$ cat src/memPkg.sv
`default_nettype none

package memPkg;

	//////////////////////////////
	// Major opcodes, instr[31:26]
	//////////////////////////////
	localparam logic [5:0] opLw  = 6'b100011;
	localparam logic [5:0] opLh  = 6'b100001;
	localparam logic [5:0] opLhu = 6'b100101;
	localparam logic [5:0] opLb  = 6'b100000;
	localparam logic [5:0] opLbu = 6'b100100;
	localparam logic [5:0] opSw  = 6'b101011;
	localparam logic [5:0] opSh  = 6'b101001;
	localparam logic [5:0] opSb  = 6'b101000;

	// Load kinds
	localparam logic [2:0] loadNone  = 3'd0;
	localparam logic [2:0] loadWord  = 3'd1;
	localparam logic [2:0] loadHalf  = 3'd2;
	localparam logic [2:0] loadHalfU = 3'd3;
	localparam logic [2:0] loadByte  = 3'd4;
	localparam logic [2:0] loadByteU = 3'd5;

	// Store kinds
	localparam logic [1:0] storeNone = 2'd0;
	localparam logic [1:0] storeWord = 2'd1;
	localparam logic [1:0] storeHalf = 2'd2;
	localparam logic [1:0] storeByte = 2'd3;

	//////////////////////////////
	// Timer map
	//////////////////////////////
	localparam logic [31:0] timer0Base = 32'h0000_7F00;
	localparam logic [31:0] timer1Base = 32'h0000_7F10;

	// Word index inside a timer, index 3 unmapped
	localparam logic [1:0] regCtrl   = 2'd0;
	localparam logic [1:0] regPreset = 2'd1;
	localparam logic [1:0] regCount  = 2'd2;

	// Control word bits
	localparam int ctrlEnable  = 0;
	localparam int ctrlReload  = 1;
	localparam int ctrlIrqMask = 3;

endpackage

`default_nettype wire

$ cat src/memOpDecoder.sv
`timescale 1ns/1ps
`default_nettype none

module memOpDecoder (
	input  logic [31:0] instr,
	output logic [2:0]  loadKind,
	output logic [1:0]  storeKind,
	output logic        isLoad,
	output logic        isStore,
	output logic [1:0]  width
);
	import memPkg::*;

	logic [5:0] opcode;

	assign opcode = instr[31:26];

	// Width code: 0 byte, 1 half, 2 word
	always_comb begin
		loadKind = loadNone;
		storeKind = storeNone;
		width = 2'd0;
		case (opcode)
			opLw: begin
				loadKind = loadWord;
				width = 2'd2;
			end
			opLh: begin
				loadKind = loadHalf;
				width = 2'd1;
			end
			opLhu: begin
				loadKind = loadHalfU;
				width = 2'd1;
			end
			opLb: loadKind = loadByte;
			opLbu: loadKind = loadByteU;
			opSw: begin
				storeKind = storeWord;
				width = 2'd2;
			end
			opSh: begin
				storeKind = storeHalf;
				width = 2'd1;
			end
			opSb: storeKind = storeByte;
			default: ;
		endcase
	end

	assign isLoad = loadKind != loadNone;
	assign isStore = storeKind != storeNone;

endmodule

`default_nettype wire

$ cat config.mk
export PLATFORM = sky130hd
export DESIGN_NAME = memOpDecoder
export DESIGN_NICKNAME = d
export VERILOG_FILES = /design/src/memPkg.sv /design/src/memOpDecoder.sv
export SDC_FILE = /design/constraint.sdc
export NUM_CORES = 1
export LEC_CHECK = 0
export BUFFER_PORTS_ARGS = -buffer_cell sky130_fd_sc_hd__buf_2
export CAP_MARGIN = 20
export CORE_AREA = 5 5 42 44
export DETAILED_ROUTE_END_ITERATION = 12
export DIE_AREA = 0 0 47 49
export PLACE_DENSITY = 0.6
export SLEW_MARGIN = 10
export SYNTH_ARGS = -nofsm -noshare
export SYNTH_HDL_FRONTEND = slang
export SYNTH_SLANG_ARGS = --single-unit
export TNS_END_PERCENT = 20
$ cat constraint.sdc
create_clock -name vclk -period 0.8
set_input_delay 0.12 -clock vclk [all_inputs]
set_output_delay 0.12 -clock vclk [all_outputs]
set_load 0.02 [all_outputs]
-- Word level (Yosys, flattened, before mapping)
Index checks and enable logic that the tools add are counted.
- register bits after elaboration: 0
- input port bits: 32
- output and inout port bits: 9
- word-level logic and storage cells: 15
- equality and inequality tests: 8
- multiplexer cells: 3
- reduce and logical (&&, ||, !) cells: 4
- operator list (operator ; number):
    equality test 6 bit, second input constant ; 8
    one-hot mux 3 bit (5 select lines) ; 1
    one-hot mux 2 bit (3 select lines) ; 1
    one-hot mux 2 bit (2 select lines) ; 1
    nonzero test 3 bit ; 1
    OR reduction 3 bit ; 1
    nonzero test 2 bit ; 1
    OR reduction 2 bit ; 1

-- Logic depth before layout (Yosys ltp)
Gate-level depths: netlist of run 1.
- word-level depth: 3
- mapped depth: 3
- mapped depth without buffers: 2

-- Worst setup path after synthesis of run 1
No wires, ideal clock.
- kind: input to output
- start: input instr[27]
- end: output width[0]
- data arrival time: 0.965 ns
- required time: 0.680 ns
- slack: -0.285 ns
- stages on the path: 3
- cell sequence: buf_2 nand2b_1 a211oi_1
- longest elaborated chain between the ends: 3
- elaborated cells on any way between the ends: 8
- classes of those cells: eq/ne: 5; mux: 1; reduce/logical: 2
- RTL lines (what ; RTL line ; text):
    start: declaration ; memOpDecoder.sv:5 ; input logic [31:0] instr,
    equality test 6 bit ; memOpDecoder.sv:23 ; case (opcode)
    OR reduction 3 bit (no source line) or OR reduction 2 bit (tied branches) ; -- ;
    one-hot mux 2 bit (2 select lines) (*) ; memOpDecoder.sv:23 ;
    end: declaration ; memOpDecoder.sv:10 ; output logic [1:0] width
Mark *: on every way between the ends. The rest lies on a longest branch, timed or not.

-- Worst setup path after layout of run 1
- start: input instr[29]
- end: output loadKind[0]
- longest elaborated chain between the ends: 2
- elaborated cells on any way between the ends: 6
- classes of those cells: eq/ne: 5; mux: 1
- RTL lines (what ; RTL line ; text):
    equality test 6 bit ; memOpDecoder.sv:23 ;
    one-hot mux 3 bit (5 select lines) (*) ; memOpDecoder.sv:23 ;
    end: declaration ; memOpDecoder.sv:6 ; output logic [2:0] loadKind,
Marks and branches as above.

==> flow_summary.yaml, run 1 <==
status:
  outcome: "finished, violations left"
  failed_checks: "setup timing"
timing:
  max_freq_ghz: 0.9594
  rsz0062_at_grt: "yes"
  finalHoldViolCount: 0
  final-setup-viol-count: 9
  max_slew_margin_pct: 87.56
  period_minus_slack_ns: 1.042
  worst_pin_slew_ns: 0.1860
  whs_ns: 0.5111
  fin_ws_ns: -0.2423
  post-route-period-util_pct: 130.3
  final_max_slew_viol_count: 0
cts:
  holdBufCountCts: 0
route:
  routed_wirelength_um: 534
  postRouteAntennaNets: 0
  drtIter0Drc: 1
  wire_per_inst_um: 10.08
  vias: 207
  drt_first_pass_iters: 2
  drc: 0
  via_per_inst: 3.906
placed_design:
  hpwl_um: 427.8
  port_buffers: 15
  place_inst: 53
  gp_congestion: 0.6207
  place_ws_ns: -0.2755
critical_path:
  worstSetupEndpointType: "primary output"
  cp_cell_sequence: "buf_6 > or3b_4 > a21oi_2 > buf_4"
  critical_path_arrival_ns: 0.92
  crit_type: "in -> out"
  crit_buf_inv: 2
  cp-start-kind: "input port"
  max_stage_delay_ns: 0.43
  critPathSlowestCell: "or3b_4"
  worstPathRequired_ns: 0.68
  path_max_fanout: 4
  path_delay_family: "simple AND/OR/NAND/NOR gates"
synthesis:
  syn_inst: 19
  syn_nets: 51
  synth.distinct_cells: 13
  avgSynthCellArea_sq_um: 6.849
  synth_top_area_cell: "nand2b_1"
  syn_area_sq_um: 130.1
  synth_area_leaders: "nand2b_1, a21oi_2, nand4bb_1"
  synth-seq-area-share_pct: 0
  synth_top_area_share_pct: 19.23
  ys_warn_count: 0
power:
  power_density_mw_per_mm2: 408.5
  peakVddDrop_v: 0.0001310
  leakage_nw: 0.1634
grt:
  antenna_found_initial: 0
  grt_overflow: 0
  grt_max_degree: 8
  grtUsageTotal_pct: 4.849
  grt_pass1_vias: 219
  grt_pass1_wl_um: 883
floorplan:
  dieArea_sq_mm: 0.002303
  dieWidth_um: 47
  die_h_um: 49
  core-area_sq_mm: 0.001401
  start_util_pct: 9.286
  io_pins: 41
  core.rowCount: 14
cells_and_area:
  multi_input_area_sq_um: 180.2
  fillers: 166
  seq_cells: 0
  syn_to_final_growth_pct: 192.3
  clkbuf_count: 0
  seq_area_sq_um: 0
  layout.nets: 71
  fin_cells: 53
  drive_gt1_share_pct: 83.78
  n_antenna_cell: 0
min_path:
  holdCritPathClass: "in -> out"
job:
  cap_violations: 0
layer usage:
metal | GRT usage [%] | vias up | share of wire (%)
met3 | 0.7380 | 0 | 11
met5 | 0 | - | 0
li1 | - | 103 | -
met4 | 0 | 0 | 0
met2 | 8.824 | 10 | 53
met1 | 6.114 | 94 | 36
path summary, 6_finish.rpt:
check,from,endpoint,slack [ns],cells after the start
hold / removal,instr[27],storeKind[1],0.51,3
setup / recovery,instr[29],loadKind[0],-0.24,4
final cells by class:
type / count / share of cell area [%]
multi-input cells: 17 / 47.37
inverters: 1 / 0.9868
repair buffers: 19 / 46.38
well taps: 16 / 5.263
synthesized netlist by cell type, drive strengths merged:
cell,count
a21oi,3
a211oi,1
xor2,1
nand3b,1
nand4bb,1
or3b,1
inv,1
nand2b,4
nor2,4
buf,1
nor3,1
per-stage QoR:
stage	cell area (sq um)	setup TNS, ns	power (mW)	utilization (%)
global route	380.4	-1.536	0.1670	27.14
detailed placement	269.0	-1.613	0.1106	19.20
CTS	309.0	-1.442	0.1244	22.05
floorplan	148.9	-0.5269	0.05671	-
global placement	269.0	-1.561	0.1082	19.20
finish	380.4	-1.203	0.1554	27.14
placed cells by master (no fill, tap or decap):
| master | Yosys | layout |
|---|---|---|
| buf_4 | 0 | 8 |
| buf_6 | 0 | 7 |
| nor2_2 | 1 | 3 |
| a21oi_2 | 2 | 3 |
| nand2b_4 | 0 | 2 |
| nand2b_1 | 4 | 2 |
| buf_2 | 1 | 2 |
| or3b_4 | 1 | 1 |
| a211oi_4 | 0 | 1 |
| nand4bb_4 | 0 | 1 |
| nor3_4 | 0 | 1 |
| nand3b_1 | 1 | 1 |
| xor2_1 | 1 | 1 |
| nor2_1 | 3 | 1 |
| inv_1 | 1 | 1 |
| clkbuf_4 | 0 | 1 |
| buf_12 | 0 | 1 |
report_power, final:
| part | internal [mW] | switching (mW) | total [mW] |
|---|---|---|---|
| Clock | 0 | 0 | 0 |
| Sequential | 0 | 0 | 0 |
| Combinational | 0.0835 | 0.0719 | 0.155 |
cell families (layout without fill, tap and decap cells):
kind of cell	Yosys count	in the layout	share of synthesized area, %
and+or+nand+nor	12	12	63.46
AOI/OAI and AO/OA	4	4	23.08
buffers and inverters	2	20	6.724
xor gates and xnor gates	1	1	6.732
timing repair:
item                                    CTS  global route
setup buffers                             0             0
hold endpoints to repair                  0             0
pin swaps                                 1             3
endpoints found under the setup margin    9             9
gates cloned                              0             0
resized for setup                        11            17
Power figures use the tool's default switching activity.
==> run 2, diff against run 1 <==
Settings changed: ABC_AREA set to 1.
==> flow_summary.yaml, run 2 <==
grt:
  grt_pass1_vias: 191
  grt_overflow: 0
  grtUsageTotal_pct: 4.211
  grt_pass1_wl_um: 800
  antenna_found_initial: 0
  grt_max_degree: 7
floorplan:
  dieWidth_um: 47
  core-area_sq_mm: 0.001401
  die_h_um: 49
  start_util_pct: 9.375
  io_pins: 41
  core.rowCount: 14
  dieArea_sq_mm: 0.002303
synthesis:
  synth_top_area_cell: "nand2_1"
  avgSynthCellArea_sq_um: 4.692
  ys_warn_count: 0
  synth_top_area_share_pct: 17.14
  synth-seq-area-share_pct: 0
  syn_area_sq_um: 131.4
  syn_nets: 60
  syn_inst: 28
  synth_area_leaders: "nand2_1, inv_1, nor2_2"
  synth_common_cells: "nand2_1, inv_1, nor2_1, nor2_2"
  yosysMostFrequentCell: "nand2_1"
  synth.distinct_cells: 12
min_path:
  holdCritPathClass: "in -> out"
cells_and_area:
  fillers: 168
  drive_gt1_share_pct: 75.56
  multi_input_area_sq_um: 145.1
  syn_to_final_growth_pct: 172.4
  utilization_pct: 25.54
  mostFrequentLayoutCells: "buf_6, buf_4"
  final_common_cell: "buf_6"
  n_antenna_cell: 0
  layout.nets: 79
  seq_cells: 0
  clkbuf_count: 0
  fin_cells: 61
  seq_area_sq_um: 0
timing:
  period_minus_slack_ns: 0.8694
  max_slew_margin_pct: 91.11
  setup-tns-final_ns: -0.2278
  max_freq_ghz: 1.150
  finalHoldViolCount: 0
  final-setup-viol-count: 6
  final_max_slew_viol_count: 0
  post-route-period-util_pct: 108.7
  fin_ws_ns: -0.06943
  rsz0062_at_grt: "yes"
  whs_ns: 0.5284
  worst_pin_slew_ns: 0.1325
placed_design:
  hpwl_um: 408.7
  port_buffers: 15
  gp_congestion: 0.6457
  place_inst: 61
critical_path:
  worstPathRequired_ns: 0.68
  cp-start-kind: "input port"
  crit_type: "in -> out"
  worstSetupEndpointType: "primary output"
  path_max_fanout: 6
  critical_path_arrival_ns: 0.75
power:
  leakage_nw: 0.1921
  power_density_mw_per_mm2: 399.9
  peakVddDrop_v: 0.0001447
status:
  outcome: "finished, violations left"
  failed_checks: "setup timing"
route:
  drtIter0Drc: 0
  vias: 220
  via_per_inst: 3.607
  wire_per_inst_um: 8.393
  routed_wirelength_um: 512
  drt_first_pass_iters: 1
  drc: 0
  postRouteAntennaNets: 0
job:
  cap_violations: 0
cts:
  postCtsSetupBuffers: 0
run 2: cell types whose count changed after synthesis, sizes merged, moves of 4 or more:
| cell | previous run | this run |
|---|---|---|
| nand2b | 4 | 0 |
| nor2 | 4 | 8 |
| nand2 | 0 | 7 |
| inv | 1 | 7 |
run 2: cell families (layout without fill, tap and decap cells):
logic type / after synthesis / after routing / synth area share, %
compound gates: 3 / 3 / 11.43
buf+inv: 7 / 24 / 20.00
simple gates: 18 / 18 / 68.57
run 2: final cells by class:
cell class	count	share of cell area, %
well taps	16	5.594
multi-input cells	21	40.56
inverters	7	8.042
repair buffers	17	45.80
run 2: metal layers:
metal,vias up,wire length (um),global-route usage [%]
li1,116,-,-
met5,-,0,0
met1,94,208,6.304
met2,10,238,6.561
met4,0,0,0
met3,0,64,0.7380
run 2: what timing repair did:
| action | 4_1_cts | 5_1_grt |
|---|---|---|
| gates resized for setup | 17 | 21 |
| endpoints found under the hold margin | 0 | 0 |
| setup endpoints to repair | 9 | 9 |
| pin swaps | 2 | 7 |
| hold buffers | 0 | 0 |
run 2: path summary, 6_finish.rpt:
path	start	end	slack (ns)	cells past startpoint
setup / recovery	instr[27]	storeKind[0]	-0.07	4
hold / removal	instr[27]	isStore	0.53	3
run 2: power breakdown:
group	internal, mW	switching [mW]
combinational	0.0692	0.0739
clock	0	0
sequential	0	0
run 2: metrics by stage:
step	power (mW)	worst slack (ns)	area (sq um)
global placement	0.09390	-0.08898	245.2
floorplan	0.05027	-0.02009	135.1
detailed placement	0.09513	-0.09915	245.2
finish	0.1431	-0.06943	357.8
global route	0.1555	-0.1086	357.8
CTS	0.1141	-0.08130	297.8
run 2: worst max-delay path: stages:
cell,delay [ns]
buf_8,0.11
or2_4,0.25
a21oi_2,0.15
buf_6,0.13
