## config.mk

```make
export PLATFORM = sky130hd
export DESIGN_NAME = timerDevice_flat
export DESIGN_NICKNAME = d
export VERILOG_FILES = /design/src/memPkg.sv /design/src/apbIf.sv /design/src/timerDevice.sv /design/src/flat_wrapper.sv
export SDC_FILE = /design/constraint.sdc
export NUM_CORES = 1
export LEC_CHECK = 0
export BUFFER_PORTS_ARGS = -buffer_cell sky130_fd_sc_hd__buf_2
export CORE_ASPECT_RATIO = 1.4
export CORE_UTILIZATION = 63
export CTS_BUF_LIST = sky130_fd_sc_hd__clkbuf_2
export CTS_CLUSTER_SIZE = 24
export DETAILED_ROUTE_END_ITERATION = 10
export MAX_ROUTING_LAYER = met4
export PLACE_DENSITY = 0.88
export SYNTH_ARGS = -nofsm -noshare
export SYNTH_HDL_FRONTEND = slang
export SYNTH_SLANG_ARGS = --single-unit
```

## constraint.sdc

```tcl
create_clock -name clk -period 6.26 [get_ports clk]
set_input_delay 0.313 -clock clk [delete_from_list [all_inputs] [get_ports clk]]
set_output_delay 0.313 -clock clk [all_outputs]
set_load 0.01 [all_outputs]
```

## src/memPkg.sv

```systemverilog
`default_nettype none

package memPkg;

	//////////////////////////////
	// Major opcodes, instr[31:26]
	//////////////////////////////
	localparam logic [5:0] opLw  = 6'b100011;
	localparam logic [5:0] opLh  = 6'b100001;
	localparam logic [5:0] opLhu = 6'b100101;
	localparam logic [5:0] opLb  = 6'b100000;
	localparam logic [5:0] opLbu = 6'b100100;
	localparam logic [5:0] opSw  = 6'b101011;
	localparam logic [5:0] opSh  = 6'b101001;
	localparam logic [5:0] opSb  = 6'b101000;

	// Load kinds
	localparam logic [2:0] loadNone  = 3'd0;
	localparam logic [2:0] loadWord  = 3'd1;
	localparam logic [2:0] loadHalf  = 3'd2;
	localparam logic [2:0] loadHalfU = 3'd3;
	localparam logic [2:0] loadByte  = 3'd4;
	localparam logic [2:0] loadByteU = 3'd5;

	// Store kinds
	localparam logic [1:0] storeNone = 2'd0;
	localparam logic [1:0] storeWord = 2'd1;
	localparam logic [1:0] storeHalf = 2'd2;
	localparam logic [1:0] storeByte = 2'd3;

	//////////////////////////////
	// Timer map
	//////////////////////////////
	localparam logic [31:0] timer0Base = 32'h0000_7F00;
	localparam logic [31:0] timer1Base = 32'h0000_7F10;

	// Word index inside a timer, index 3 unmapped
	localparam logic [1:0] regCtrl   = 2'd0;
	localparam logic [1:0] regPreset = 2'd1;
	localparam logic [1:0] regCount  = 2'd2;

	// Control word bits
	localparam int ctrlEnable  = 0;
	localparam int ctrlReload  = 1;
	localparam int ctrlIrqMask = 3;

endpackage

`default_nettype wire

```

## src/apbIf.sv

```systemverilog
`timescale 1ns/1ps
`default_nettype none

interface apbIf;
	logic        psel;
	logic        penable;
	logic        pwrite;
	// Register index, not a byte address
	logic [1:0]  paddr;
	logic [31:0] pwdata;
	logic [31:0] prdata;
	logic        pready;

	modport requester (
		output psel, penable, pwrite, paddr, pwdata,
		input  prdata, pready
	);

	modport completer (
		input  psel, penable, pwrite, paddr, pwdata,
		output prdata, pready
	);
endinterface

`default_nettype wire

```

## src/timerDevice.sv

```systemverilog
`timescale 1ns/1ps
`default_nettype none

module timerDevice (
	input  logic     clk,
	input  logic     reset,
	apbIf.completer  apb,
	output logic     irq
);
	import memPkg::*;

	logic [3:0] ctrl;
	logic [31:0] preset;
	logic [31:0] count;
	logic writeAccess;
	logic presetWrite;

	// No wait states
	assign apb.pready = 1'b1;

	// Write lands at the end of the access phase
	assign writeAccess = apb.psel && apb.penable && apb.pwrite;
	assign presetWrite = writeAccess && apb.paddr == regPreset;

	//////////////////////////////
	// Register read
	//////////////////////////////
	always_comb begin
		case (apb.paddr)
			regCtrl: apb.prdata = {28'd0, ctrl};
			regPreset: apb.prdata = preset;
			regCount: apb.prdata = count;
			default: apb.prdata = '0;
		endcase
	end

	//////////////////////////////
	// Registers and counter
	//////////////////////////////
	always_ff @(posedge clk) begin
		if (reset) begin
			ctrl <= '0;
			preset <= '0;
			count <= '0;
		end else begin
			if (writeAccess && apb.paddr == regCtrl) begin
				ctrl <= apb.pwdata[3:0];
			end
			if (presetWrite) begin
				preset <= apb.pwdata;
				// Preset write also restarts the count
				count <= apb.pwdata;
			end else if (ctrl[ctrlEnable]) begin
				if (count != '0) begin
					count <= count - 32'd1;
				end else if (ctrl[ctrlReload]) begin
					count <= preset;
				end
			end
		end
	end

	// Level irq while expired, enabled and unmasked
	assign irq = count == '0 && ctrl[ctrlEnable] && ctrl[ctrlIrqMask];

endmodule

`default_nettype wire

```

## src/flat_wrapper.sv

```systemverilog
// flat-port wrapper written by rule: the top's interface ports become plain ports
module timerDevice_flat import memPkg::*;
  (clk, reset, irq, apb_psel, apb_penable, apb_pwrite, apb_paddr, apb_pwdata, apb_prdata, apb_pready);
  apbIf apb_i ();
  input  logic clk;
  input  logic reset;
  output logic irq;
  input wire logic [$bits(apb_i.psel)-1:0] apb_psel;
  input wire logic [$bits(apb_i.penable)-1:0] apb_penable;
  input wire logic [$bits(apb_i.pwrite)-1:0] apb_pwrite;
  input wire logic [$bits(apb_i.paddr)-1:0] apb_paddr;
  input wire logic [$bits(apb_i.pwdata)-1:0] apb_pwdata;
  output wire logic [$bits(apb_i.prdata)-1:0] apb_prdata;
  output wire logic [$bits(apb_i.pready)-1:0] apb_pready;
  assign apb_i.psel = apb_psel;
  assign apb_i.penable = apb_penable;
  assign apb_i.pwrite = apb_pwrite;
  assign apb_i.paddr = apb_paddr;
  assign apb_i.pwdata = apb_pwdata;
  assign apb_prdata = apb_i.prdata;
  assign apb_pready = apb_i.pready;
  timerDevice u_core (.clk(clk), .reset(reset), .apb(apb_i), .irq(irq));
endmodule
```

======== Word-level counts from Yosys, hierarchy flattened ========
Cells that the tools add are included.
storage, ports and cells
  flip-flop bits (word level) ............. 68
  input port bits ......................... 39
  output and inout port bits .............. 34
  logic and storage cells ................. 23
cells by class
  $add $sub $neg .......................... 1
  eq/ne operators ......................... 2
  muxes and demuxes ....................... 5
  reduce and logical (&&, ||, !) cells .... 12
operators with widths
  kind                                                                   count
  32-bit 2-to-1 mux                                                      4
  32-bit one-hot mux with 3 select lines                                 1
  32-bit zero test                                                       1
  32-bit nonzero test                                                    1
  32-bit by 1-bit subtractor with 32-bit output (second input constant)  1
  1-bit logical AND                                                      6
  3-bit nonzero test                                                     1
  2-bit by 1-bit == test with 1-bit output (second input constant)       1
  2-bit == test (second input constant)                                  1
  2-bit zero test                                                        1
  2-bit AND reduction                                                    1
  2-bit nonzero test                                                     1

======== Depth between registers and ports, before layout ========
  word-level depth ........................ 5
  depth in mapped cells ................... 11
  gate-level depth less buffers ........... 8

======== Worst setup path before layout ========
No wires, ideal clock.
  kind .................................... register to register
  from .................................... reg u_core.count[8]
  to ...................................... reg u_core.count[23]
  setup time .............................. 142 ps
  arrival ................................. 2,143 ps
  data required time ...................... 6,118 ps
  slack ................................... 3,974 ps
  cell stages (with the launch flop) ...... 9
  path buffers ............................ 3
  period minus slack after synthesis ...... 2,286 ps
  cells stage by stage .................... dfxtp_1 > buf_6 > or4_4 > buf_6 > or3_4 > buf_6 > mux2_1 > a211oi_1 > a311oi_1
between the ends
  cells in the longest elaborated chain, start to end .. 4
RTL lines
  element                                                                                      line                                  text
  from (decl)                                                                                  timerDevice.sv:14                     logic [31:0] count;
  from (signal assigned)                                                                       timerDevice.sv:52                     count <= apb.pwdata;
  from (signal assigned)                                                                       timerDevice.sv:55                     count <= count - 32'd1;
  from (signal assigned)                                                                       timerDevice.sv:57                     count <= preset;
  32-bit by 1-bit subtractor with 32-bit output / 32-bit nonzero test (equally long branches)  timerDevice.sv:55, timerDevice.sv:54
  32-bit 2-to-1 mux                                                                            timerDevice.sv:54                     if (count != '0) begin
  32-bit 2-to-1 mux                                                                            timerDevice.sv:53                     end else if (ctrl[ctrlEnable]) begin
  32-bit 2-to-1 mux                                                                            timerDevice.sv:49                     if (presetWrite) begin
Several ways; a longest one is shown, not always the timed one. The select of a mux whose other input is x is not followed.
A chain may end at the register's enable or synchronous reset.

======== Worst setup path in the final report ========
  from .................................... reg u_core.count[8]
  to ...................................... reg u_core.count[21]
Same word-level chain as after synthesis.

==> results by group <==
Synth
  • Synth warn: 0
  • Mapped Area: just over 4000 um2
  • Mapped Cells: 521
  • Synth area leaders: dfxtp_1 33%, nand2_1 7.5%, a22o_1 6.0%
  • Synth Flop Type: dfxtp_1
  • Distinct cells, synth: 57
  • Post-synthesis sequential area ratio: 33.11%
  • Avg Cell Area, Syn: 7.891 um2
  • Fraction of registers with async set/reset: 0%
  • Area leader, netlist: dfxtp_1
  • Top-count cell post-synth: nand2_1
  • Commonest cells in the synthesized netlist: 82 x nand2_1, 68 x dfxtp_1, 56 x nor2_1
  • Post-synth top area share: 33.11%
  • Post-synthesis register bit count: 68
  • Post-synth EDFFs: 0
  • Syn Nets: between 500 and 600

Clock network
  • Htree depth: 3
  • CTS resizes: 0
  • Post-CTS Setup Bufs: 0
  • Clk pin slew, worst setup/hold paths: between 150 and 200 ps
  • Clock Latency Late Sink: 490 ps
  • CTS Buf Count: 9
  • Clock buffer depth: 2
  • Clock Sinks: a little under 70
  • Hold buffers post-CTS: 0
  • CTS tree: built
  • CTS root buffer: clkbuf_2

Cells and area
  • Layout cells sized above 1: 20.25%
  • P&R area growth vs syn: 8.004%
  • Core Util, Final: around 71%
  • Post-layout nets: 600
  • Post-route cell area: 4441 um2
  • N_diodes: 0

Floorplan
  • Row Count: 34
  • DIE AREA: slightly below 7000 um2
  • Die Ht: 97.59 um
  • Io pins: 73
  • Core ar.: 6254 um2
  • Die width: approximately 70 um
  • Initial Util: about two thirds

Global routing
  • Total GRT Usage: between 30% and 40%
  • Pin count of the biggest net entering global routing: between 60 and 70
  • Initial antenna violation count: 0
  • Number of global-route vias before repair: about 3,700
  • First-pass GRT wire length: between 15 and 20 mm
  • Grt ovf: 0

Power
  • Total power: a little over 0.001 W
  • P per Cell Area: roughly 230 nW/um2
  • Clk network pwr share: ~20%
  • Lkg Pwr: ~1.8 nW
  • Comb power frac: about a third
  • P_int: 0.0006451 W
  • Sw Ratio: between 30 and 40%
  • Worst IR Drop VDD: around 170 uV
  • Flop pwr share: a little under half
  • P_sw: approximately 0.00038 W

Detailed routing
  • Routed wire length: 10.82 mm
  • DR DRC count: 0
  • Routed WL per cell: roughly 17 um
  • DRT antenna net count: 0
  • TritonRoute pass-1 iters: 5
  • Iteration-0 DRC Markers: about 350
  • Vias per cell: approximately 6.5
  • Vias: 4,118

Timing
  • Final Hold Vio Count: 0
  • Fmax: 0.3617 GHz
  • Setup Skew: around 23 ps
  • Min Tclk post-route: roughly 2800 ps
  • Setup-failing EPs final: 0
  • Worst Max-Slew Pin Slew: around 790 ps
  • Final TNS setup: 0 ps
  • RSZ-0062 raised after global routing: false
  • Fin crit share: 44.16%
  • Worst slew margin: between 40% and 50%
  • Pins Over Slew Limit: 0
  • Final worst setup slack: between 3000 and 4000 ps

Flow run
  • MaxCap Viol Count: 0

Placement
  • Input/output buffers: ~70
  • GP Congestion: 0.9472
  • Placed inst area: roughly 4400 um2
  • Detailed-placement wirelength estimate: roughly 7 mm
  • Place WS: 3579 ps

Worst setup path
  • FF-to-FF setup slack: between 3000 and 4000 ps
  • CP Launch Type: flop
  • Critical Path RT: 6690 ps
  • CP arrival: 3200 ps
  • Worst setup path class: flop to flop
  • Crit path max fanout: 48
  • CP Capture Type: flop

Outcome
  • Status: complete, no violations

Worst hold path
  • HP Class: input pin to flop
## metrics by stage
step	hold slack (ps)	std cells
after global placement	455.9	620
after detailed placement	462.6	620
after CTS	13.98	635
after global routing	5.338	635
final	37.73	635
after floorplan	445.6	521
## metal layers
| metal | part of all wire [%] | GRT usage (%) | vias to the layer above |
|---|---|---|---|
| li1 | - | - | 1994 |
| met1 | 44 | 42.01 | 1944 |
| met2 | 49 | 51.87 | 162 |
| met3 | 6.1 | 5.602 | 18 |
| met4 | 1.6 | 10.15 | 0 |
| met5 | 0 | - | - |
## power groups by stage
stage | logic [W] | registers (W) | clock network [W]
global placement | 0.000345 | 0.000469 | 0
floorplan | 0.000298 | 0.000463 | 0
detailed placement | 0.000351 | 0.000470 | 0
finish | 0.000358 | 0.000462 | 0.000204
CTS | 0.000354 | 0.000461 | 0.000206
global route | 0.000393 | 0.000464 | 0.000223
## layout by cell type, fill, tap and decap left out, types with 2 or more instances in the layout
master | Yosys | final
a211o_1 | 3 | 3
a211oi_1 | 9 | 9
a21oi_1 | 40 | 40
a221oi_1 | 2 | 2
a22o_1 | 28 | 28
a311oi_1 | 17 | 17
and3_1 | 5 | 5
and4_1 | 2 | 2
buf_2 | 7 | 71
buf_4 | 2 | 6
clkbuf_2 | 0 | 12
clkinv_2 | 0 | 3
dfxtp_1 | 68 | 68
ha_1 | 2 | 2
inv_1 | 6 | 6
mux2_2 | 3 | 3
mux2i_1 | 10 | 10
nand2_1 | 82 | 82
nand2_2 | 4 | 4
nand3_1 | 11 | 11
nand4_1 | 7 | 7
nor2_1 | 56 | 56
nor2b_2 | 0 | 2
nor3_1 | 14 | 14
nor4_1 | 5 | 5
nor4_2 | 2 | 2
nor4_4 | 4 | 4
o211ai_1 | 15 | 15
o21ai_0 | 13 | 13
o221ai_1 | 4 | 4
o31a_1 | 6 | 6
o31ai_1 | 2 | 2
o41ai_1 | 4 | 4
or3_1 | 6 | 6
or4_1 | 4 | 4
xnor2_1 | 8 | 8
xor2_1 | 8 | 8
## final cells by class
| class | instances | area (um2) |
|---|---|---|
| inverters | 6 | 22.52 |
| repair buffers | 77 | 400.4 |
| well taps | 72 | 90.09 |
| fillers | 526 | 1813 |
| clock inverters | 3 | 15.01 |
| flip-flops and latches | 68 | 1361 |
| multi-input cells | 397 | 2491 |
| clock buffers | 12 | 60.06 |
## critical path, stage by stage, from the launching register on
cell     delay [ps]
dfxtp_1         430
nor4_2          550
nand2_1         320
o41ai_2         490
nand2_1         200
buf_4           350
and3_1          210
nor3_1          140
## final timing paths
kind,startpoint,end,cells past startpoint
worst min-delay path,apb_pwdata[27],u_core.preset[27],3
worst min register to register,u_core.preset[10],u_core.preset[10],2
worst max-delay path,u_core.count[8],u_core.count[21],7
worst max register to register,u_core.count[8],u_core.count[21],7
## cells by family (layout without fill, tap and decap cells)
kind of cell | Yosys count | after routing | synth area share (%)
simple gates | 214 | 214 | 26.42
compound gates | 150 | 150 | 26.42
flops | 68 | 68 | 33.11
buf+inv | 56 | 98 | 6.421
xor+xnor | 16 | 16 | 3.409
mux | 14 | 14 | 3.530
fa+ha+maj | 2 | 2 | 0.6085
other cells | 1 | 1 | 0.09121
## sequential cells by signal (all words and copies together) (netlist names)
signal and cells:
u_core.count 32, u_core.preset 32, u_core.ctrl 4
No activity file was read; power rests on OpenSTA's default activity.
