## config.mk

```make
export PLATFORM = sky130hd
export DESIGN_NAME = memAccessChecker
export DESIGN_NICKNAME = d
export VERILOG_FILES = /design/src/memPkg.sv /design/src/memAccessChecker.sv
export SDC_FILE = /design/constraint.sdc
export NUM_CORES = 1
export LEC_CHECK = 0
export ABC_AREA = 1
export BUFFER_PORTS_ARGS = -buffer_cell sky130_fd_sc_hd__clkbuf_2
export CAP_MARGIN = 0
export CORE_AREA = 2 2 39 41
export DETAILED_ROUTE_END_ITERATION = 10
export DIE_AREA = 0 0 41 43
export PLACE_DENSITY = 0.69
export SLEW_MARGIN = 10
export SYNTH_ARGS = -nofsm -noshare
export SYNTH_HDL_FRONTEND = slang
export SYNTH_SLANG_ARGS = --single-unit
export TNS_END_PERCENT = 30
```

## constraint.sdc

```tcl
create_clock -name vclk -period 1.6
set_input_delay 0.16 -clock vclk [all_inputs]
set_output_delay 0.16 -clock vclk [all_outputs]
set_load 0.03 [all_outputs]
```

## src/memPkg.sv

```systemverilog
`default_nettype none

package memPkg;

	//////////////////////////////
	// Major opcodes, instr[31:26]
	//////////////////////////////
	localparam logic [5:0] opLw  = 6'b100011;
	localparam logic [5:0] opLh  = 6'b100001;
	localparam logic [5:0] opLhu = 6'b100101;
	localparam logic [5:0] opLb  = 6'b100000;
	localparam logic [5:0] opLbu = 6'b100100;
	localparam logic [5:0] opSw  = 6'b101011;
	localparam logic [5:0] opSh  = 6'b101001;
	localparam logic [5:0] opSb  = 6'b101000;

	// Load kinds
	localparam logic [2:0] loadNone  = 3'd0;
	localparam logic [2:0] loadWord  = 3'd1;
	localparam logic [2:0] loadHalf  = 3'd2;
	localparam logic [2:0] loadHalfU = 3'd3;
	localparam logic [2:0] loadByte  = 3'd4;
	localparam logic [2:0] loadByteU = 3'd5;

	// Store kinds
	localparam logic [1:0] storeNone = 2'd0;
	localparam logic [1:0] storeWord = 2'd1;
	localparam logic [1:0] storeHalf = 2'd2;
	localparam logic [1:0] storeByte = 2'd3;

	//////////////////////////////
	// Timer map
	//////////////////////////////
	localparam logic [31:0] timer0Base = 32'h0000_7F00;
	localparam logic [31:0] timer1Base = 32'h0000_7F10;

	// Word index inside a timer, index 3 unmapped
	localparam logic [1:0] regCtrl   = 2'd0;
	localparam logic [1:0] regPreset = 2'd1;
	localparam logic [1:0] regCount  = 2'd2;

	// Control word bits
	localparam int ctrlEnable  = 0;
	localparam int ctrlReload  = 1;
	localparam int ctrlIrqMask = 3;

endpackage

`default_nettype wire

```

## src/memAccessChecker.sv

```systemverilog
`timescale 1ns/1ps
`default_nettype none

module memAccessChecker #(
	parameter int dataWords = 3072
) (
	input  logic [31:0] addr,
	input  logic        isLoad,
	input  logic        isStore,
	input  logic [1:0]  width,
	output logic        ramSel,
	output logic        timerSel,
	output logic        accessError
);
	import memPkg::*;

	localparam logic [31:0] ramBytes = 32'(dataWords * 4);

	logic memOp;
	logic ramHit;
	logic regMapped;
	logic timerHit;
	logic misaligned;
	logic countStore;

	assign memOp = isLoad || isStore;

	//////////////////////////////
	// Address map
	//////////////////////////////
	assign ramHit = addr < ramBytes;
	assign regMapped = addr[3:2] == regCtrl || addr[3:2] == regPreset ||
		addr[3:2] == regCount;
	assign timerHit = regMapped &&
		(addr[31:4] == timer0Base[31:4] || addr[31:4] == timer1Base[31:4]);

	//////////////////////////////
	// Exception rules
	//////////////////////////////
	assign misaligned = (width == 2'd2 && addr[1:0] != 2'b00) ||
		(width == 2'd1 && addr[0]);
	// Count register is read only
	assign countStore = isStore && timerHit && addr[3:2] == regCount;

	assign accessError = memOp && (misaligned || countStore ||
		(timerHit && width != 2'd2) || (!ramHit && !timerHit));

	always_comb begin
		ramSel = memOp && ramHit;
		timerSel = memOp && timerHit;
		// RAM depth must stay below the timer window
		assert (!(ramSel && timerSel))
			else $error("RAM and timer both selected at address %h", addr);
	end

endmodule

`default_nettype wire

```

# Word level (Yosys, flattened, before mapping)
# Index checks and enable logic that the tools add are counted.
# Widths: inputs -> output; s select.
[totals]
regBits = 0
in_bits = 36
out_inout_bits = 3
[classes]
magnitude_cmp = 1
eq_ne = 7
n_reduce_logical = 22
[op_table]
columns = ["cell", "count"]
rows = [
  ["$eq 28x11->1 const B", 2],
  ["$lt 32x14->1 const B", 1],
  ["$logic_and 1x1->1", 10],
  ["$logic_or 1x1->1", 8],
  ["$eq 2x1->1 const B", 2],
  ["$eq 2x2->1 const B", 2],
  ["$logic_not 1->1", 2],
  ["$logic_not 2->1", 1],
  ["$ne 2x2->1 const B", 1],
  ["$reduce_bool 2->1", 1],
]

# Longest topological paths before layout
# Gate-level depths: netlist of run 1.
[depth]
ltp_word = 10
depth_mapped = 10

# Worst setup path before layout of run 1
# Ideal clock, no wire load.
[synth_path]
path_type = "input port to output port"
from = "input port addr[21]"
to = "output port timerSel"
arrival_ns = 0.983
required_time_ns = 1.440
path_slack_ns = 0.457
stages = 6
path_buffers = 0
path_cell_list = "nor2_1 > and2_1 > nand2_1 > nor2_2 > nand2_1 > nor2_1"
[synth_between]
elab_chain_len = 4
word_cells_on_any_way = 5
cone_classes = "eq/ne: 2; reduce/logical: 3"
[synth_rtl]
columns = ["item", "line_no", "text"]
rows = [
  ["start, declared", "memAccessChecker.sv:7", "input logic [31:0] addr,"],
  ["$eq 28x11->1", "memAccessChecker.sv:35", "(addr[31:4] == timer0Base[31:4] || addr[31:4] == timer1Base[31:4]);"],
  ["$logic_or 1x1->1 *", "memAccessChecker.sv:35", ""],
  ["$logic_and 1x1->1 *", "memAccessChecker.sv:34", "assign timerHit = regMapped &&"],
  ["$logic_and 1x1->1 *", "memAccessChecker.sv:50", "timerSel = memOp && timerHit;"],
  ["end, declared", "memAccessChecker.sv:12", "output logic timerSel,"],
]
# Mark *: on every way between the ends. The rest lies on a longest branch, timed or not.

# Worst setup path after layout of run 1
[layout_path]
from = "input port addr[18]"
to = "output port accessError"
[layout_between]
elab_chain_len = 9
word_cells_on_any_way = 15
cone_classes = "order compare: 1; eq/ne: 2; reduce/logical: 12"
[layout_rtl]
columns = ["item", "line_no", "text"]
rows = [
  ["branches (longest 7 deep; another with $lt 32x14->1)", "-", ""],
  ["$logic_or 1x1->1 *", "memAccessChecker.sv:46", "(timerHit && width != 2'd2) || (!ramHit && !timerHit));"],
  ["$logic_and 1x1->1 *", "memAccessChecker.sv:45", "assign accessError = memOp && (misaligned || countStore ||"],
  ["end, declared", "memAccessChecker.sv:13", "output logic accessError"],
]
# Every way passes the cells marked *.

==> results.yml, run 1 <==
drt:
  drc: 0
  wl_per_cell_um: 6.71
  via_per_inst: 3.98
  ant_nets: 0
  drt_pass1_iterations: 2
  routed-via-count: 458
  drt-total-wl_um: 772
  first_iter_violations: 3
sta:
  final.min_clock_period_ps: 1240
  tns_ps: 0
  worstMarginPinSlew_ps: 184
  slew_headroom_pct: 87.7
  clock.fmax_ghz: 0.804
  rsz0062_at_grt: "false"
  setup_viol: 0
  maxSlewViolCount: 0
  fin_crit_sh_pct: 77.8
  hold_violations: 0
finish:
  fill_cells: 164
  n_antenna_cell: 0
  fin_nets: 137
  final_cell_mix: "38 x clkbuf_2, 20 x nand2_1, 17 x nor2_1, 9 x inv_1"
  final_common_cell: "clkbuf_2"
  clock_buffers: 0
  multiInputGateArea_um2: 226
  drive_gt1_share_pct: 40.4
  area_growth_pct: 80.8
  seq_cells: 0
  regArea_um2: 0
  final_cells: 115
floorplan:
  design.core.area_um2: 1380
  fp-row-count: 14
  start_util_pct: 18.8
  fp.dieH_um: 43
  die_x_um: 41
  io_pins: 39
  die_area_um2: 1760
setup_path:
  cp_common_cell: "nand2_1"
  crit_path_end_kind: "output pin"
  crit_slowest_cell: "clkbuf_2"
  worst-path-max-fanout: 2
  cp_cell_sequence: "clkbuf_2 -> inv_1 -> nand2_1 -> nor2_2 -> nand3_1 -> nor2_1 -> nand2_1 -> nand2_1 -> nand2_1 -> nand2_1 -> nand2_1 -> clkbuf_2"
  cpPeakStageDelay_ps: 170
  critPathLaunchType: "primary input"
  critical_path_class: "primary input to output pin"
  cp.arrival_ps: 1080
  cp.required_ps: 1440
power_and_ir_drop:
  ir_worst_vdd_mv: 0.0455
  p_per_area_nw_per_um2: 168
  p_leak_nw: 0.295
yosys:
  ys_types: 12
  avgSynthCellArea_um2: 4.27
  yosysWarnings: 0
  synth_seq_area_share_pct: 0
  ys_top_cells_by_area: "nand2_1 29%, nor2_1 25%, inv_1 13%"
  yosysTopAreaCell: "nand2_1"
  synth_top_area_share_pct: 28.8
  syn-cell-area_um2: 260
  postSynthCellCount: 61
  syn_nets: 97
placed_design:
  post-place-cells: 115
  gp_congestion: 0.681
  port_buffers: 38
  hpwl_um: 769
global_routing:
  grt_pass1_wl_um: 1340
  gr-total-overflow: 0
  antenna_found_initial: 0
  grt_use_total_pct: 9.99
  grt_max_degree: 4
  grt_pass1_vias: 378
clock_tree:
  cts_repair_resize_count: 0
  post_cts_buffers: 0
  cts_hold_buf: 0
run_status:
  status: "finished clean"
min_path:
  hp-class: "primary input to output pin"
run:
  cap_violations: 0
==> Yosys cell counts (all sizes together) <==
cell type   n
nand2      20
nor2       19
inv         9
nand3       3
nor3        3
and2        2
a31oi       1
nand3b      1
nand4       1
o21a        1
o21ai       1
==> logic make-up (layout without fill, tap and decap cells) <==
logic type	count (synthesis)	count (layout)	synth area share [%]
AOI/OAI and AO/OA	3	3	7.21
buffers and inverters	9	47	13.0
and+or+nand+nor	49	49	79.8
==> through the flow <==
stage                     power (mW)  util, %  hold WS (ps)  cell area [um^2]  setup WS [ps]
after floorplan               0.0298        -           597               260            457
after global placement        0.0782     34.0           752               470            357
after detailed placement      0.0800     34.0           748               470            340
after CTS                     0.0804     34.0           749               470            339
after global routing          0.0918     34.0           782               470            165
final                         0.0791     34.0           744               470            356
==> cell type report <==
class | instances | share of cell area, %
Inverter | 9 | 7.18
Multi-Input combinational cell | 52 | 48.1
Tap cell | 16 | 4.26
Timing Repair Buffer | 38 | 40.4
==> critical path: cells and delay by family <==
kind	cells	cell delay, ps
buffers and inverters	3	290
AND/OR/NAND/NOR	9	650
==> layer usage <==
layer / GRT usage [%] / wire length, um / up-vias
met5: 0 / 0 / -
li1: - / - / 265
met3: 0 / 74 / 0
met4: 0 / 0 / 0
met2: 17.8 / 399 / 20
met1: 13.6 / 298 / 173
==> power breakdown <==
part           switching [mW]  internal, mW
sequential                  0             0
combinational          0.0358        0.0433
clock                       0             0
==> worst paths after layout <==
path,cells past startpoint,end,slack (ps),start
min,4,ramSel,740,isLoad
max,12,accessError,360,addr[18]
Power figures use the tool's default switching activity.
==> inputs of run 2 (changes only) <==
Clock period 1.6 ns to 1.3 ns, I/O delays scaled along.
==> run 2 against run 1 <==
Against the previous run: hold slack lost 70 ps; die area stayed put; core utilization grew 4.1 points; sequential share of layout area unchanged; combinational power increased by 43%.
==> results.yml, run 2 (synthesized netlist as in run 1, its figures left out) <==
sta:
  tns_ps: 0
  holdWs_ps: 674
  slew_headroom_pct: 87.7
  worstMarginPinSlew_ps: 183
  fin_crit_sh_pct: 91.1
  final.min_clock_period_ps: 1180
  hold_violations: 0
  maxSlewViolCount: 0
  setup_viol: 0
  rsz0062_at_grt: "false"
  clock.fmax_ghz: 0.844
placed_design:
  hpwl_um: 769
  dpl_cell_area_um2: 470
  port_buffers: 38
  gp_congestion: 0.681
global_routing:
  grt_pass1_wl_um: 1340
  grt_pass1_vias: 378
  grt_use_total_pct: 9.99
  antenna_found_initial: 0
  grt_max_degree: 4
  gr-total-overflow: 0
setup_path:
  critPathLaunchType: "primary input"
  cp.arrival_ps: 1050
  crit_slowest_cell: "buf_6"
  critPathBufInv: 3
  cp_cell_sequence: "clkbuf_2 -> inv_1 -> nand2_2 -> nor2_2 -> nand3_1 -> nor2_1 -> nand2_1 -> nand2_1 -> nand2_1 -> nand2_1 -> nand2_2 -> buf_6"
  crit_family: "simple AND/OR/NAND/NOR gates"
  critical_path_class: "primary input to output pin"
  crit_path_end_kind: "output pin"
  cp.required_ps: 1170
  cpPeakStageDelay_ps: 130
  cp_common_cell: "nand2_1"
  worst-path-max-fanout: 2
finish:
  seq_cells: 0
  post-route-cell-area_um2: 527
  fin_nets: 138
  n_antenna_cell: 0
  regArea_um2: 0
  area_growth_pct: 102
  fin_util_pct: 38.1
  clock_buffers: 0
  final_common_cell: "clkbuf_2"
  final_cell_mix: "35 x clkbuf_2, 15 x nand2_1, 13 x nor2_1, 8 x inv_1"
  drive_gt1_share_pct: 52.0
clock_tree:
  cts_hold_buf: 0
power_and_ir_drop:
  p_per_area_nw_per_um2: 215
  switching_share_pct: 44.5
  p_leak_nw: 0.308
  p_comb_share_pct: 100.0
  intPower_mw: 0.0628
  ir_worst_vdd_mv: 0.0654
  p_clk_share_pct: 0
  seqPwrFrac_pct: 0
  switchingPower_mw: 0.0503
run_status:
  status: "finished clean"
floorplan:
  die_x_um: 41
  fp-row-count: 14
  start_util_pct: 18.8
  die_area_um2: 1760
  design.core.area_um2: 1380
  io_pins: 39
  fp.dieH_um: 43
drt:
  routed-via-count: 467
  wl_per_cell_um: 6.99
  drt-total-wl_um: 811
  ant_nets: 0
  via_per_inst: 4.03
  drt_pass1_iterations: 2
  drc: 0
  first_iter_violations: 4
min_path:
  hp-class: "primary input to output pin"
run:
  cap_violations: 0
run 2: cell count changes in the layout (fill, tap and decap cells not counted), sizes merged:
cell	delta
clkbuf	-3
buf	+4
run 2: cell type report:
type | count | area [um^2]
well taps | 16 | 20.0
repair buffers | 39 | 216
fillers | 161 | 857
inverters | 9 | 33.8
multi-input cells | 52 | 256
run 2: worst min-delay path, stage by stage:
cell      delay, ps
clkbuf_2         90
nor2_1           50
nand4_1          90
nand2_2          60
buf_6           130
run 2: timing repair:
| action | CTS | global route |
|---|---|---|
| gates resized for setup | 0 | 19 |
| setup endpoints to repair | 0 | 1 |
| setup buffers | 0 | 1 |
run 2: worst paths after layout:
path	slack, ps	to	start	cells after the start
worst max-delay path	120	accessError	addr[16]	12
worst min-delay path	670	accessError	addr[7]	5
run 2: stage by stage:
stage,worst slack (ps),power [mW],std cells
after detailed placement,100,0.0985,115
after global placement,117,0.0963,115
after CTS,98.9,0.0989,115
final,116,0.113,116
after floorplan,217,0.0366,61
after global routing,3.00,0.128,116
run 2: power groups by stage:
stage / clock network (mW) / logic (mW) / registers [mW]
2_1_floorplan: 0 / 0.0366 / 0
3_3_place_gp: 0 / 0.0963 / 0
3_5_place_dp: 0 / 0.0985 / 0
4_1_cts: 0 / 0.0989 / 0
5_1_grt: 0 / 0.128 / 0
6_report: 0 / 0.113 / 0
run 2: layer usage:
metal / up-vias / routed length, um / track usage [%]
li1: 267 / - / -
met1: 180 / 293 / 13.6
met2: 20 / 443 / 17.8
met3: 0 / 74 / 0
met4: 0 / 0 / 0
met5: - / 0 / 0
==> inputs of run 3 (changes only) <==
Settings changed: PLACE_DENSITY 0.69 to 0.72, SLEW_MARGIN 10 to default.
Clock period 1.3 ns to 1 ns, I/O delays scaled along.
==> run 3 against run 2 <==
Against the previous run: the run now ends with negative setup slack left; cell count unchanged; global-route usage fell by 0.90 points; first-iteration DRC count decreased by 75%; combinational power grew 28%; core utilization is 0.81 points lower; critical path depth is the same; total power grew 28%; wire length grew 6.0%; flip-flop and latch count is the same; non-clock buffer count did not move; largest cell class unchanged.
==> results.yml, run 3 (synthesized netlist as in run 1, its figures left out) <==
floorplan:
  die_x_um: 41
  fp-row-count: 14
  start_util_pct: 18.8
  design.core.area_um2: 1380
  die_area_um2: 1760
  fp.dieH_um: 43
  io_pins: 39
finish:
  final_common_cell: "clkbuf_2"
  n_antenna_cell: 0
  drive_gt1_share_pct: 50.0
  post-route-cell-area_um2: 515
  area_growth_pct: 98.1
  clock_buffers: 0
  fin_nets: 138
  regArea_um2: 0
  final_cell_mix: "34 x clkbuf_2, 18 x nand2_1, 15 x nor2_1, 5 x inv_2"
  seq_cells: 0
global_routing:
  antenna_found_initial: 0
  grt_max_degree: 4
  gr-total-overflow: 0
  grt_pass1_vias: 384
  grt_use_total_pct: 9.09
  grt_pass1_wl_um: 1210
placed_design:
  port_buffers: 38
  gp_congestion: 0.659
  place_ws_ps: -170
  hpwl_um: 802
  dpl_cell_area_um2: 480
power_and_ir_drop:
  p_leak_nw: 0.303
  ir_worst_vdd_mv: 0.0820
  p_per_area_nw_per_um2: 282
run_status:
  violations: "negative setup slack"
  status: "complete, but fails checks"
sta:
  maxSlewViolCount: 0
  fin_ws_ps: -166
  final.min_clock_period_ps: 1170
  fin_crit_sh_pct: 117
  slew_headroom_pct: 87.1
  setup_viol: 2
  worstMarginPinSlew_ps: 192
  hold_violations: 0
  rsz0062_at_grt: "true"
  clock.fmax_ghz: 0.858
min_path:
  hp-class: "primary input to output pin"
setup_path:
  cpPeakStageDelay_ps: 140
  critPathBufInv: 3
  cp.required_ps: 900
  cp_common_cell: "nand2_1"
  cp_cell_sequence: "buf_6 -> inv_2 -> nand2_2 -> nor2_2 -> nand3_1 -> nor2_1 -> nand2_1 -> nand2_1 -> nand2_1 -> nand2_1 -> nand2_1 -> buf_8"
  worst-path-max-fanout: 2
  critPathLaunchType: "primary input"
  critical_path_class: "primary input to output pin"
  crit_slowest_cell: "buf_8"
  crit_path_end_kind: "output pin"
  cp.arrival_ps: 1070
  crit_family: "simple AND/OR/NAND/NOR gates"
drt:
  via_per_inst: 4.16
  first_iter_violations: 1
  drt-total-wl_um: 860
  drc: 0
  ant_nets: 0
  wl_per_cell_um: 7.41
  drt_pass1_iterations: 2
  routed-via-count: 483
run:
  cap_violations: 0
clock_tree:
  cts_hold_buf: 0
## run 3: cell counts in the layout (fill, tap and decap cells not counted)
No cell type changed its count.
## run 3: final timing paths
path / start / to / slack, ps / cells past startpoint
setup / recovery: addr[16] / accessError / -170 / 12
hold / removal: addr[7] / accessError / 630 / 5
## run 3: layout make-up
type | count | area, um^2
tap | 16 | 20.0
fill | 159 | 868
inverter | 9 | 33.8
multi-input combinational | 52 | 236
timing repair buffer | 39 | 225
## run 3: stage by stage
| step | total power [mW] | instances | hold slack [ps] | utilization [%] | setup TNS (ps) |
|---|---|---|---|---|---|
| final | 0.145 | 116 | 628 | 37.3 | -212 |
| after global routing | 0.162 | 116 | 648 | 37.3 | -386 |
| after CTS | 0.138 | 116 | 631 | 36.3 | -181 |
| after detailed placement | 0.132 | 116 | 644 | 34.7 | -281 |
| after global placement | 0.129 | 116 | 645 | 34.7 | -269 |
| after floorplan | 0.0480 | 61 | 451 | - | -21.8 |
## run 3: repair_timing
item | CTS | global route
endpoints found under the hold margin | 0 | 0
endpoints found under the setup margin | 3 | 3
gates resized for setup | 8 | 8
pin swaps | 0 | 5
setup buffers | 0 | 0
## run 3: where the power goes
| group | switching [mW] | internal [mW] | total [mW] |
|---|---|---|---|
| sequential | 0 | 0 | 0 |
| clock | 0 | 0 | 0 |
| combinational | 0.0651 | 0.0802 | 0.145 |
| total | 0.0651 | 0.0802 | 0.145 |
## run 3: per-layer routing
layer  share of wire (%)  vias up  track usage, %
li1                    -      266               -
met1                  36      198            9.18
met2                  54       19            19.4
met3                 9.2        0               0
met4                   0        0               0
met5                   0        -               0
